## src/include/ecc_defs.svh

```systemverilog
`ifndef ECC_DEFS_SVH
`define ECC_DEFS_SVH

// ========================================
// SECDED code geometry
// ========================================

// data bits carried by one codeword
`define ECC_DATA_WIDTH 89

// seven Hamming check bits plus the overall parity bit
`define ECC_PARITY_WIDTH 8

// Hamming positions run from 1 up to ECC_LAST_POSITION
`define ECC_POS_WIDTH 7
`define ECC_LAST_POSITION 96

// input buffer depth, also the credit count held on each side after reset
`define ECC_CREDITS 4

`endif

```

## src/verilog/ecc_code_pkg.sv

```systemverilog
`default_nettype none

`include "ecc_defs.svh"

package ecc_code_pkg;

    typedef logic [`ECC_DATA_WIDTH-1:0]   ecc_data_t;
    typedef logic [`ECC_PARITY_WIDTH-1:0] ecc_parity_t;

    typedef struct packed {
        logic                      overall;  // even-weight parity bit
        logic [`ECC_POS_WIDTH-1:0] position; // Hamming position of the error
    } ecc_syndrome_fields_t;

    // the same syndrome seen as a raw word or split into its two parts
    typedef union packed {
        ecc_parity_t          raw;
        ecc_syndrome_fields_t fields;
    } ecc_syndrome_u;

    // Hamming position of data bit index, skipping the power-of-two slots
    function automatic logic [`ECC_POS_WIDTH-1:0] ecc_data_pos(input int unsigned index);
        int unsigned pos;
        pos = index + 1;
        for (int k = 0; k < `ECC_POS_WIDTH; k++) begin
            if ((1 << k) <= pos) begin
                pos = pos + 1; // a check-bit slot sits at or below us
            end
        end
        return pos[`ECC_POS_WIDTH-1:0];
    endfunction

endpackage

`default_nettype wire

```

## src/verilog/ecc_stream_pkg.sv

```systemverilog
`default_nettype none

package ecc_stream_pkg;

    import ecc_code_pkg::*;

    // one read request as it arrives from memory
    typedef struct packed {
        ecc_data_t   data;
        ecc_parity_t parity;
        logic        bypass; // pass data through without checking
    } ecc_req_t;

    // one checked read response
    typedef struct packed {
        ecc_data_t data;
        logic      sbit_err; // single error seen, data corrected
        logic      dbit_err; // double error seen, data left as received
    } ecc_rsp_t;

endpackage

`default_nettype wire

```

## src/verilog/ecc_check_pipe.sv

```systemverilog
`timescale 1ns/1ns
`default_nettype none

`include "ecc_defs.svh"

module ecc_check_pipe
    import ecc_code_pkg::*;
    import ecc_stream_pkg::*;
(
    input  logic     clk,
    input  logic     rst,
    input  logic     buf_valid,
    input  ecc_req_t buf_req,
    output logic     buf_pop,
    input  logic     out_credit,
    output logic     out_valid,
    output ecc_rsp_t out_rsp
);

    localparam int CNT_W = $clog2(`ECC_CREDITS + 1);

    logic             s1_valid;
    ecc_req_t         s1_req;
    ecc_syndrome_u    s1_syndrome;
    logic             s2_valid;
    ecc_rsp_t         s2_rsp;
    ecc_parity_t      read_parity;
    ecc_data_t        corr_mask;
    logic             corr_sbit;
    logic             corr_dbit;
    logic [CNT_W-1:0] credit_cnt;
    logic             out_fire;
    logic             s2_ready;
    logic             s1_ready;
    logic             s1_advance;

    ecc_encoder u_read_encoder (
        .data   (buf_req.data),
        .parity (read_parity)
    );

    ecc_syndrome_decoder u_syndrome_decoder (
        .syndrome (s1_syndrome),
        .mask     (corr_mask),
        .sbit_err (corr_sbit),
        .dbit_err (corr_dbit)
    );

    // ========================================
    // flow control
    // ========================================

    assign out_fire   = s2_valid && (credit_cnt != '0);
    assign s2_ready   = !s2_valid || out_fire;
    assign s1_ready   = !s1_valid || s2_ready;
    assign s1_advance = s1_valid && s2_ready;
    assign buf_pop    = buf_valid && s1_ready;

    assign out_valid = out_fire;
    assign out_rsp   = s2_rsp;

    always_ff @(posedge clk) begin
        if (rst) begin
            s1_valid   <= 1'b0;
            s2_valid   <= 1'b0;
            credit_cnt <= CNT_W'(`ECC_CREDITS);
        end else begin
            if (s1_ready) s1_valid <= buf_valid;
            if (s2_ready) s2_valid <= s1_valid;
            case ({out_fire, out_credit})
                2'b10:   credit_cnt <= credit_cnt - 1'b1;
                2'b01:   credit_cnt <= credit_cnt + 1'b1;
                default: credit_cnt <= credit_cnt; // spend and return cancel
            endcase
        end
    end

    // ========================================
    // payload stages
    // ========================================

    always_ff @(posedge clk) begin
        if (buf_pop) begin
            s1_req          <= buf_req;
            s1_syndrome.raw <= buf_req.parity ^ read_parity;
        end
        if (s1_advance) begin
            s2_rsp.data     <= s1_req.bypass ? s1_req.data : s1_req.data ^ corr_mask;
            s2_rsp.sbit_err <= corr_sbit && !s1_req.bypass;
            s2_rsp.dbit_err <= corr_dbit && !s1_req.bypass;
        end
    end

endmodule

`default_nettype wire

```

## src/verilog/ecc_encoder.sv

```systemverilog
`timescale 1ns/1ns
`default_nettype none

`include "ecc_defs.svh"

module ecc_encoder
    import ecc_code_pkg::*;
(
    input  ecc_data_t   data,
    output ecc_parity_t parity
);

    // ========================================
    // check bit generation
    // ========================================

    // every data bit feeds the check bits named by the set bits of its
    // Hamming position
    always_comb begin
        logic [`ECC_POS_WIDTH-1:0] pos;

        parity = '0;
        for (int i = 0; i < `ECC_DATA_WIDTH; i++) begin
            pos = ecc_data_pos(i);

            for (int k = 0; k < `ECC_POS_WIDTH; k++) begin
                if (pos[k]) begin
                    parity[k] = parity[k] ^ data[i];
                end
            end

            // even-weight positions feed the top bit so that it becomes the
            // parity over the whole codeword
            if (!(^pos)) begin
                parity[`ECC_PARITY_WIDTH-1] = parity[`ECC_PARITY_WIDTH-1] ^ data[i];
            end
        end
    end

endmodule

`default_nettype wire

```

## src/verilog/ecc_input_buffer.sv

```systemverilog
`timescale 1ns/1ns
`default_nettype none

`include "ecc_defs.svh"

module ecc_input_buffer
    import ecc_stream_pkg::*;
(
    input  logic     clk,
    input  logic     rst,
    input  logic     in_valid,
    input  ecc_req_t in_req,
    output logic     in_credit,
    output logic     buf_valid,
    output ecc_req_t buf_req,
    input  logic     buf_pop
);

    localparam int PTR_W = $clog2(`ECC_CREDITS);
    localparam int CNT_W = $clog2(`ECC_CREDITS + 1);

    ecc_req_t             mem [`ECC_CREDITS];
    logic     [PTR_W-1:0] wr_ptr;
    logic     [PTR_W-1:0] rd_ptr;
    logic     [CNT_W-1:0] count;
    logic                 pop;

    assign buf_valid = count != '0;
    assign buf_req   = mem[rd_ptr];
    assign pop       = buf_pop && buf_valid;

    // the sender only pushes while it holds a credit, so there is always room
    always_ff @(posedge clk) begin
        if (in_valid) begin
            mem[wr_ptr] <= in_req;
        end
    end

    always_ff @(posedge clk) begin
        if (rst) begin
            wr_ptr    <= '0;
            rd_ptr    <= '0;
            count     <= '0;
            in_credit <= 1'b0;
        end else begin
            in_credit <= pop; // hand the slot back one cycle after it frees up
            if (in_valid) begin
                wr_ptr <= (wr_ptr == PTR_W'(`ECC_CREDITS - 1)) ? '0 : wr_ptr + 1'b1;
            end
            if (pop) begin
                rd_ptr <= (rd_ptr == PTR_W'(`ECC_CREDITS - 1)) ? '0 : rd_ptr + 1'b1;
            end
            case ({in_valid, pop})
                2'b10:   count <= count + 1'b1;
                2'b01:   count <= count - 1'b1;
                default: count <= count;
            endcase
        end
    end

endmodule

`default_nettype wire

```

## src/verilog/ecc_secded_top.sv

```systemverilog
`timescale 1ns/1ns
`default_nettype none

module ecc_secded_top
    import ecc_code_pkg::*;
    import ecc_stream_pkg::*;
(
    input  logic        clk,
    input  logic        rst,
    input  ecc_data_t   enc_data,
    output ecc_parity_t enc_parity,
    input  logic        in_valid,
    input  ecc_req_t    in_req,
    output logic        in_credit,
    input  logic        out_credit,
    output logic        out_valid,
    output ecc_rsp_t    out_rsp
);

    logic     buf_valid;
    ecc_req_t buf_req;
    logic     buf_pop;

    // write side, check bits for the word about to be stored
    ecc_encoder u_write_encoder (
        .data   (enc_data),
        .parity (enc_parity)
    );

    ecc_input_buffer u_input_buffer (
        .clk       (clk),
        .rst       (rst),
        .in_valid  (in_valid),
        .in_req    (in_req),
        .in_credit (in_credit),
        .buf_valid (buf_valid),
        .buf_req   (buf_req),
        .buf_pop   (buf_pop)
    );

    ecc_check_pipe u_check_pipe (
        .clk        (clk),
        .rst        (rst),
        .buf_valid  (buf_valid),
        .buf_req    (buf_req),
        .buf_pop    (buf_pop),
        .out_credit (out_credit),
        .out_valid  (out_valid),
        .out_rsp    (out_rsp)
    );

endmodule

`default_nettype wire

```

## src/verilog/ecc_syndrome_decoder.sv

```systemverilog
`timescale 1ns/1ns
`default_nettype none

`include "ecc_defs.svh"

module ecc_syndrome_decoder
    import ecc_code_pkg::*;
(
    input  ecc_syndrome_u syndrome,
    output ecc_data_t     mask,
    output logic          sbit_err,
    output logic          dbit_err
);

    logic odd_weight;
    logic pos_in_range;

    // ========================================
    // error classification
    // ========================================

    // a single flipped bit always leaves an odd number of ones in the syndrome
    assign odd_weight = syndrome.fields.overall ^ (^syndrome.fields.position);

    // zero and every power of two up to 64 lie inside the range as well, so
    // this covers check-bit errors and data-bit errors alike
    assign pos_in_range = syndrome.fields.position <= `ECC_LAST_POSITION;

    assign sbit_err = odd_weight && pos_in_range;

    // anything else non-zero cannot be traced to one bit
    assign dbit_err = (syndrome.raw != '0) && !sbit_err;

    // ========================================
    // correction mask
    // ========================================

    // at most one bit is set, and only when the position names a data bit
    always_comb begin
        for (int i = 0; i < `ECC_DATA_WIDTH; i++) begin
            mask[i] = sbit_err && (syndrome.fields.position == ecc_data_pos(i));
        end
    end

endmodule

`default_nettype wire
```

## config.mk

```make
export PLATFORM = sky130hd
export DESIGN_NAME = ecc_secded_top
export DESIGN_NICKNAME = d
export VERILOG_FILES = /design/src/verilog/ecc_code_pkg.sv /design/src/verilog/ecc_stream_pkg.sv /design/src/verilog/ecc_check_pipe.sv /design/src/verilog/ecc_encoder.sv /design/src/verilog/ecc_input_buffer.sv /design/src/verilog/ecc_secded_top.sv /design/src/verilog/ecc_syndrome_decoder.sv
export VERILOG_INCLUDE_DIRS = /design/src /design/src/include
export SDC_FILE = /design/constraint.sdc
export NUM_CORES = 1
export LEC_CHECK = 0
export BUFFER_PORTS_ARGS = -buffer_cell sky130_fd_sc_hd__buf_4
export CORE_UTILIZATION = 53
export DETAILED_ROUTE_END_ITERATION = 8
export GPL_TIMING_DRIVEN = 0
export PLACE_DENSITY_LB_ADDON = 0.25
export SLEW_MARGIN = 30
export SYNTH_ARGS = -nofsm -noshare
export SYNTH_HDL_FRONTEND = slang
export SYNTH_SLANG_ARGS = --single-unit
```

## constraint.sdc

```tcl
create_clock -name clk -period 7.65 [get_ports clk]
set_input_delay 0.3825 -clock clk [delete_from_list [all_inputs] [get_ports clk]]
set_output_delay 0.3825 -clock clk [all_outputs]
set_load 0.01 [all_outputs]
```

# --- After elaboration in Yosys (flattened, before gate mapping) ---
# Memories as Yosys holds them, arrays and structs flattened. A register that Yosys moved wholly into a read port is not among the register bits.
# Index checks and enable logic that the tools add are counted.
totals:
  in_bits: 191
  word_cells: 913
  out_inout_bits: 101
  ram_bits: 392
  mem_count: 1
  regBits: 202
classes:
  add_sub_neg: 6
  eq_ne: 95
  n_reduce_logical: 109
  n_bitwise: 679
  order_cmp: 1
  muxes: 9
mem_list:
  columns: ["name", "words", "width", "rd", "rd_ports_with_merged_regs", "wr", "line_no", "rtl"]
  rows:
  - ["u_input_buffer.mem", 4, 98, 1, 1, 1, "ecc_input_buffer.sv:22", "ecc_req_t mem [`ECC_CREDITS];"]
ops:
  columns: ["cell", "count"]
  rows:
  - ["1-bit bitwise XOR", 677]
  - ["7-bit equality test, second input constant", 32]
  - ["7-bit by 6-bit equality test with 1-bit output, second input constant", 31]
  - ["7-bit by 5-bit equality test with 1-bit output, second input constant", 15]
  - ["1-bit logical AND", 97]
  - ["89-bit two-way mux", 1]
  - ["89-bit bitwise XOR", 1]
  - ["7-bit by 4-bit equality test with 1-bit output, second input constant", 7]
  - ["7-bit by 3-bit equality test with 1-bit output, second input constant", 3]
  - ["3-bit one-hot mux with 2 select lines", 2]
  - ["2-bit equality test, second input constant", 4]
  - ["2-bit two-way mux", 4]
  - ["8-bit nonzero test", 1]
  - ["8-bit bitwise XOR", 1]
  - ["7-bit by 2-bit equality test with 1-bit output, second input constant", 1]
  - ["7-bit less-or-equal comparator, second input constant", 1]
  - ["7-bit parity", 1]
  - ["3-bit by 1-bit adder with 3-bit output, second input constant", 2]
  - ["3-bit nonzero test", 2]
  - ["3-bit by 1-bit subtractor with 3-bit output, second input constant", 2]
  - ["2-bit by 1-bit adder with 2-bit output, second input constant", 2]
  - ["2-bit by 1-bit equality test with 1-bit output, second input constant", 2]
  - ["1-bit logical NOT", 4]
  - ["2-bit nonzero test", 2]
  - ["other kinds (2)", 4]

# --- Depth between registers and ports, before layout ---
# Gate-level depths: netlist of run 1.
depth:
  depth_word: 48
  depth_mapped: 11
  depth_no_buf: 9

# --- By module ---
# From an unflattened synthesis of run 1, not the netlist that was laid out.
hier_totals:
  hier_cells: 1478
  hier_area_um2: 26526.7
by_module_without_submodules:
  columns: ["module", "area_per_inst_um2", "cells_each", "n_inst", "seq_area_each_um2"]
  rows:
  - ["ecc_input_buffer", 14602.8, 563, 1, 11971.5]
  - ["ecc_check_pipe", 7390.8, 412, 1, 5775.5]
  - ["ecc_encoder", 1848.0, 168, 2, 0.0]
  - ["ecc_syndrome_decoder", 837.1, 167, 1, 0.0]

# --- Worst setup path before layout of run 1 ---
# OpenSTA, ideal clock, no wires.
synth_path:
  path_type: "flip-flop to flip-flop"
  start: "register u_check_pipe.credit_cnt[0]"
  end: "register u_input_buffer.count[2]"
  stages_incl_launch_ff: 10
  setup_ps: 71
  synth_period_minus_slack_ps: 7513
  t_required_ps: 7579
  n_path_buf: 0
  setup_slack_ps: 137
  arrival_time_ps: 7443
  path_cell_list: "dfxtp_1 nor3_1 and2_1 a21oi_1 ha_1 inv_1 fa_1 xor2_1 or3_1 a21oi_1"
synth_via:
  elab_chain_cells: 8
  elab_cells_between_ends: 10
  classes_between: "eq/ne: 2; mux: 1; reduce/logical: 7"
synth_lines:
  columns: ["element", "line_no", "rtl"]
  rows:
  - ["start: declaration", "ecc_check_pipe.sv:31", "logic [CNT_W-1:0] credit_cnt;"]
  - ["start signal: assignment", "ecc_check_pipe.sv:66", "credit_cnt <= CNT_W'(`ECC_CREDITS);"]
  - ["start signal: assignment", "ecc_check_pipe.sv:71", "2'b10: credit_cnt <= credit_cnt - 1'b1;"]
  - ["start signal: assignment", "ecc_check_pipe.sv:72", "2'b01: credit_cnt <= credit_cnt + 1'b1;"]
  - ["3-bit nonzero test (*)", "ecc_check_pipe.sv:53", "assign out_fire = s2_valid && (credit_cnt != '0);"]
  - ["1-bit logical AND (*)", "ecc_check_pipe.sv:53", null]
  - ["1-bit logical OR (*)", "ecc_check_pipe.sv:54", "assign s2_ready = !s2_valid || out_fire;"]
  - ["1-bit logical OR (*)", "ecc_check_pipe.sv:55", "assign s1_ready = !s1_valid || s2_ready;"]
  - ["1-bit logical AND (*)", "ecc_check_pipe.sv:57", "assign buf_pop = buf_valid && s1_ready;"]
  - ["named net buf_pop", "ecc_secded_top.sv:22", "logic buf_pop;"]
  - ["1-bit logical AND (*)", "ecc_input_buffer.sv:30", "assign pop = buf_pop && buf_valid;"]
  - ["2-bit by 1-bit equality test with 1-bit output or 2-bit equality test (tied branches)", "ecc_input_buffer.sv:53", "case ({in_valid, pop})"]
  - ["3-bit one-hot mux with 2 select lines or 2-bit nonzero test (tied branches)", null, null]
  - ["end signal: assignment", "ecc_input_buffer.sv:54", "2'b10: count <= count + 1'b1;"]
  - ["end signal: assignment", "ecc_input_buffer.sv:55", "2'b01: count <= count - 1'b1;"]
  - ["end signal: assignment", "ecc_input_buffer.sv:56", "default: count <= count;"]
  - ["end: declaration", "ecc_input_buffer.sv:25", "logic [CNT_W-1:0] count;"]
# Mark *: on every way through the listed nets, which the timed path passes. The rest lies on a longest branch.
# A chain may end at the register's enable or synchronous reset.

==> results.py, run 1 <==
metrics = {
    "yosys": {
        "synth_nets": 1586,
        "yosysTopAreaCell": "edfxtp_1",
        "syn_avg_cell_area_um2": 18.9,
        "yosysUniqueCellTypes": 39,
        "synth_edf_count": 581,
        "synth_top_area_share": 0.673,
        "synth_flop_cell": "edfxtp_1",
        "synth.cell_area_um2": 25900,
        "synth_warnings": 0,
        "synth_area_leaders": "edfxtp_1 (67%), xnor2_1 (9.2%), mux4_2 (7.4%)",
        "ys_seq_area_frac": 0.684,
        "synthCells": 1374,
        "synthArstFlopShare": 0,
        "synth_seq_cells": 596,
    },
    "floorplanning": {
        "start_util": 0.541,
        "die_h_um": 223,
        "core_um2": 47900,
        "fp.dieW_um": 223,
        "io_pins": 292,
        "fp-row-count": 80,
        "dieArea_um2": 49800,
    },
    "job": {
        "maxCapViolations": 0,
    },
    "critical_path": {
        "rrSetupSlack_ns": 3.70,
        "end_kind": "register",
        "critPathArrivalTime_ns": 4.31,
        "required_ns": 8.00,
        "rr_endpoint": "u_check_pipe.s1_syndrome[0]$_DFFE_PP_",
        "worst-path-max-fanout": 10,
        "startpoint_type": "register",
        "worstSetupPathType": "reg2reg",
        "r2r.worst_path.cells": 10,
    },
    "grt": {
        "track_usage": 0.258,
        "antenna_found_initial": 1,
        "grt_pass1_wl_mm": 91.6,
        "grt_pass1_vias": 14000,
        "grt_max_degree": 41,
        "overflow": 0,
    },
    "timing": {
        "slew_violations": 0,
        "setup_violations": 0,
        "rsz0062_at_grt": "false",
        "fin_crit_ns": 3.95,
        "worst_pin_slew_ns": 0.974,
        "fin_skew_ns": 0.0221,
        "relSlewSlack": 0.351,
        "hold_viol_final": 0,
        "fmax_ghz": 0.253,
        "period_share": 0.517,
        "whs_ns": 0.0955,
    },
    "power": {
        "p_total_w": 0.0166,
        "p_leak_nw": 11.5,
        "power-per-cell-area_nw_per_um2": 517,
        "vdd_drop_max_mv": 0.909,
    },
    "drt": {
        "routed_wl_mm": 63.3,
        "drt-vias-per-instance": 5.48,
        "drt_first_pass_iters": 5,
        "post-route-drc-count": 0,
        "ant_nets": 0,
        "routedWlPerCell_um": 25.3,
        "vias": 13700,
        "first_iter_violations": 1392,
    },
    "clock_tree": {
        "cts_root_buf": "clkbuf_16",
        "clk_pin_slew_worst_paths_ns": 0.06,
        "cts_tree": "yes",
        "clock_path_buffers": 3,
        "clk_latency_ns": 0.62,
        "clkSinkCount": 596,
        "cts.htree.levels": 2,
        "cts_made_buffers": 56,
    },
    "finish": {
        "final_common_cell": "edfxtp_1",
        "nNetsFinal": 2052,
        "layout-drive-gt1-share": 0.280,
        "area_delta_synth_final_pct": 24.1,
        "final_cell_mix": "edfxtp_1 (581), buf_4 (292), xnor2_1 (272)",
        "stdcell_count": 2503,
        "regArea_um2": 17700,
        "fillers": 3157,
        "multi_input_area_um2": 7880,
    },
    "min_path": {
        "whs_endpoint": "u_input_buffer.wr_ptr[1]$_SDFFE_PP0P_",
        "hp-start": "in_valid",
        "whs_path_depth": 3,
        "hp-class": "in2reg",
    },
    "place": {
        "place_inst": 2298,
        "place_hpwl_mm": 45.7,
        "gp_congestion": 0.914,
        "io_buffers": 291,
    },
    "outcome": {
        "status": "complete, no violations",
    },
}
power breakdown:
| group | switching [W] | internal (W) |
|---|---|---|
| combinational | 0.00411 | 0.00474 |
| sequential | 0.000252 | 0.00473 |
| clock | 0.00118 | 0.00162 |
| total | 0.00555 | 0.0111 |
synth_stat cells (2+ instances only):
cell      instances
nor4b_1           2
clkbuf_1         11
xnor2_1         272
edfxtp_1        581
mux4_1           13
xnor2_2          11
nor2b_1           4
xnor3_2           2
a21oi_1           5
o21ai_0           2
buf_6             7
buf_2             9
and2_1            7
nand2_1          21
fa_1              2
xnor3_1          36
nand3b_1          2
mux4_2           85
nor2_1           89
buf_12            4
xor2_1          127
ha_1             19
nand4_1          12
nor3_1            5
inv_1            14
dfxtp_1          15
clkbuf_2          2
mux2i_1           4
registers in the layout (all words and copies together), names as in the netlist, named ones only:
register                  cells
u_check_pipe.out_rsp         91
u_input_buffer.mem          392
u_input_buffer.in_credit      1
u_input_buffer.count          3
u_check_pipe.s1_syndrome      8
u_check_pipe.s2_valid         1
u_input_buffer.rd_ptr         2
u_check_pipe.s1_valid         1
u_check_pipe.s1_req          90
u_input_buffer.wr_ptr         2
u_check_pipe.credit_cnt       3
routing by layer:
layer | track usage | vias up | share of wire
met4 | 0.0756 | 0 | 0.024
li1 | - | 6091 | -
met3 | 0.0452 | 87 | 0.076
met1 | 0.358 | 6925 | 0.41
met2 | 0.423 | 614 | 0.49
met5 | 0 | - | 0
kinds of logic (layout without fill, tap and decap cells):
group	after synthesis	count (layout)	synth area share
mux	102	102	0.0886
buf+inv	50	562	0.0128
flops	596	596	0.684
other cells	0	2	0
xor+xnor	450	450	0.177
simple gates	146	146	0.0247
compound gates	9	9	0.00193
fa+ha+maj	21	21	0.0107
per-stage QoR:
step | instance area, um2 | utilization | setup WS [ns] | TNS [ns]
final | 32200 | 0.671 | 3.70 | 0
after detailed placement | 29300 | 0.611 | 3.69 | 0
after CTS | 32200 | 0.671 | 3.69 | 0
after global placement | 28900 | 0.602 | -2.64 | -125.26
after floorplan | 25900 | - | 0.137 | 0
after global routing | 32200 | 0.671 | 3.64 | 0
critical path, cell delays in order, from the launching register on:
cell      delay [ns]
dfxtp_1         0.32
clkbuf_8        0.16
buf_2           0.28
buf_2           0.33
buf_2           0.40
mux4_1          0.55
xnor2_1         0.21
xnor2_1         0.47
xnor3_1         0.31
xnor2_1         0.20
xnor3_1         0.45
worst max-delay path by stage:
| stage | to | slack (ns) | cells past startpoint |
|---|---|---|---|
| detailed placement | u_check_pipe.s1_syndrome[0]$_DFFE_PP_ | 3.69 | 10 |
| global route | u_check_pipe.s1_syndrome[0]$_DFFE_PP_ | 3.64 | 10 |
| finish | u_check_pipe.s1_syndrome[0]$_DFFE_PP_ | 3.70 | 10 |
| floorplan | u_input_buffer.count[2]$_SDFFE_PP0P_ | 0.14 | 9 |
| global placement | u_input_buffer.count[2]$_SDFFE_PP0P_ | -2.64 | 9 |
| CTS | u_check_pipe.s1_syndrome[0]$_DFFE_PP_ | 3.69 | 10 |
what timing repair did:
item / in CTS / in global routing
endpoints found under the hold margin: 395 / 0
hold buffers: 99 / 0
resized for setup: 0 / 0
buffers inserted: 0 / 0
cell type report:
class | instances | share of cell area
sequential | 596 | 0.552
inverter | 14 | 0.00163
timing repair buffer | 408 | 0.111
clock buffer | 68 | 0.0462
multi-input combinational | 728 | 0.245
clock inverter | 36 | 0.0118
antenna | 2 | 0.000156
buffer | 36 | 0.00871
tap | 615 | 0.0239
Note: power is estimated with default switching activity, not from simulation.
==> run 2: changes to the inputs <==
CORE_UTILIZATION = 55   (was 53)
clock period = 3.87 ns   (was 7.65 ns; I/O delays follow)
==> run 2 against run 1 <==
Compared with the run above: core utilization up 1.7 points; routed wire length fell by 0.69%; clock power is 85% higher; largest cell class unchanged.
==> results.py, run 2 (synthesis gave the netlist of run 1 again) <==
metrics = {
    "critical_path": {
        "critPathArrivalTime_ns": 4.13,
        "required_ns": 4.22,
        "crit_chain": "clkbuf_8 -> buf_2 -> buf_2 -> buf_2 -> mux4_1 -> xnor2_1 -> xnor2_1 -> xnor2_1 -> xnor3_1 -> xnor3_1",
        "path_buf_inv": 4,
        "path_depth": 10,
        "r2r.worst_path.cells": 10,
        "crit_slowest_cell": "mux4_1",
        "worstSetupPathType": "reg2reg",
        "crit_family": "XOR/XNOR gates",
        "worst-path-max-fanout": 10,
        "end_kind": "register",
        "startpoint_type": "register",
        "cpPeakStageDelay_ns": 0.51,
    },
    "finish": {
        "final_cell_mix": "edfxtp_1 (581), buf_4 (292), xnor2_1 (270)",
        "stdcell_count": 2488,
        "layout-drive-gt1-share": 0.273,
        "largest_reg_flops": 392,
        "area_delta_synth_final_pct": 23.6,
        "largest_register": "u_input_buffer.mem",
        "final_common_cell": "edfxtp_1",
        "nNetsFinal": 2054,
        "final_util": 0.688,
    },
    "place": {
        "place_hpwl_mm": 45.4,
        "io_buffers": 291,
        "place_inst": 2290,
        "gp_congestion": 0.893,
    },
    "power": {
        "vdd_drop_max_mv": 1.16,
        "power-per-cell-area_nw_per_um2": 1020,
        "p_total_w": 0.0325,
        "p_leak_nw": 11.4,
    },
    "clock_tree": {
        "cts_tree": "yes",
        "clock_path_buffers": 3,
        "cts.htree.levels": 2,
        "clkSinkCount": 596,
        "cts_made_buffers": 57,
        "clk_pin_slew_worst_paths_ns": 0.06,
        "cts_root_buf": "clkbuf_16",
        "clk_latency_ns": 0.61,
        "cts_setup_buffers": 0,
    },
    "floorplanning": {
        "core_um2": 46600,
        "fp-row-count": 79,
        "start_util": 0.557,
        "fp.dieW_um": 219,
        "die_h_um": 219,
        "dieArea_um2": 48000,
        "io_pins": 292,
    },
    "min_path": {
        "whs_path_depth": 4,
        "hp-class": "in2reg",
    },
    "timing": {
        "setup_violations": 0,
        "period_share": 0.976,
        "fin_tns_setup_ns": 0,
        "fin_skew_ns": 0.0225,
        "relSlewSlack": 0.302,
        "fmax_ghz": 0.265,
        "whs_ns": 0.0790,
        "fin_crit_ns": 3.78,
        "rsz0062_at_grt": "false",
        "hold_viol_final": 0,
        "slew_violations": 0,
        "worst_pin_slew_ns": 1.05,
    },
    "drt": {
        "drt-vias-per-instance": 5.49,
        "first_iter_violations": 1377,
        "post-route-drc-count": 0,
        "routedWlPerCell_um": 25.3,
        "vias": 13700,
        "ant_nets": 0,
        "routed_wl_mm": 62.9,
        "drt_first_pass_iters": 5,
    },
    "grt": {
        "overflow": 0,
        "grt_use_met2": 0.444,
        "busiest_layer": "met2",
        "grtUsageMet1": 0.371,
        "track_usage": 0.267,
        "antenna_found_initial": 3,
        "grt_pass1_vias": 13900,
        "grt_pass1_wl_mm": 90.2,
        "grt_max_degree": 40,
        "grt_use_met3": 0.0493,
    },
    "outcome": {
        "status": "complete, no violations",
    },
    "job": {
        "maxCapViolations": 0,
    },
}
[run 2: cell types whose count changed in the layout (fill, tap and decap cells not counted), moves of 2 or more]
cell | previous run | this run
clkinv_2 | 13 | 5
clkinvlp_4 | 6 | 1
xnor2_2 | 11 | 13
bufinv_16 | 7 | 2
buf_8 | 5 | 3
clkbuf_16 | 57 | 59
xnor2_1 | 272 | 270
clkbuf_1 | 20 | 29
[run 2: metal layers]
layer / share of wire / vias up / routed length (um)
li1: - / 6083 / -
met1: 0.41 / 6950 / 25800
met2: 0.50 / 558 / 31400
met3: 0.074 / 63 / 4650
met4: 0.016 / 0 / 1020
met5: 0 / - / 0
[run 2: final timing paths]
| path | startpoint | to | slack, ns |
|---|---|---|---|
| min reg2reg | u_check_pipe.s1_valid$_SDFFE_PP0N_ | u_check_pipe.s1_valid$_SDFFE_PP0N_ | 0.52 |
| max | register | u_check_pipe.s1_syndrome[4]$_DFFE_PP_ | 0.09 |
| min | out_credit | u_check_pipe.credit_cnt[0]$_SDFFE_PP0P_ | 0.08 |
| max reg2reg | register | u_check_pipe.s1_syndrome[4]$_DFFE_PP_ | 0.09 |
[run 2: what timing repair did]
action                                  4_1_cts  5_1_grt
pin swaps                                     0        0
hold endpoints to repair                    397        0
gates cloned                                  0        0
gates resized for setup                       2        1
hold buffers                                100        0
endpoints found under the setup margin        2        1
[run 2: area by class of cell]
type | instances | area (um2)
Multi-Input combinational cell | 728 | 7890
Clock buffer | 78 | 1560
Clock inverter | 19 | 151
Timing Repair Buffer | 409 | 3600
Inverter | 14 | 52.6
Antenna cell | 1 | 2.50
Sequential cell | 596 | 17700
Buffer | 36 | 280
Tap cell | 607 | 759
Fill cell | 3025 | 14500
[run 2: power by group]
part           switching (W)  internal, W
logic                0.00819      0.00933
registers           0.000500      0.00933
clock network        0.00226      0.00293
[run 2: through the flow]
step / cell area (um2) / setup WS, ns
finish: 32000 / 0.0945
global route: 32000 / 0.0344
CTS: 32000 / 0.0650
detailed placement: 29300 / -0.0660
global placement: 28900 / -1.38
floorplan: 25900 / -0.0467
[run 2: tightest hold or removal path, delay by kind of cell]
kind | cells | cell delay, ns
XOR/XNOR | 1 | 0.09
adder cells (fa/ha/maj) | 1 | 0.20
buffers and inverters | 1 | 0.08
AND/OR/NAND/NOR | 1 | 0.08
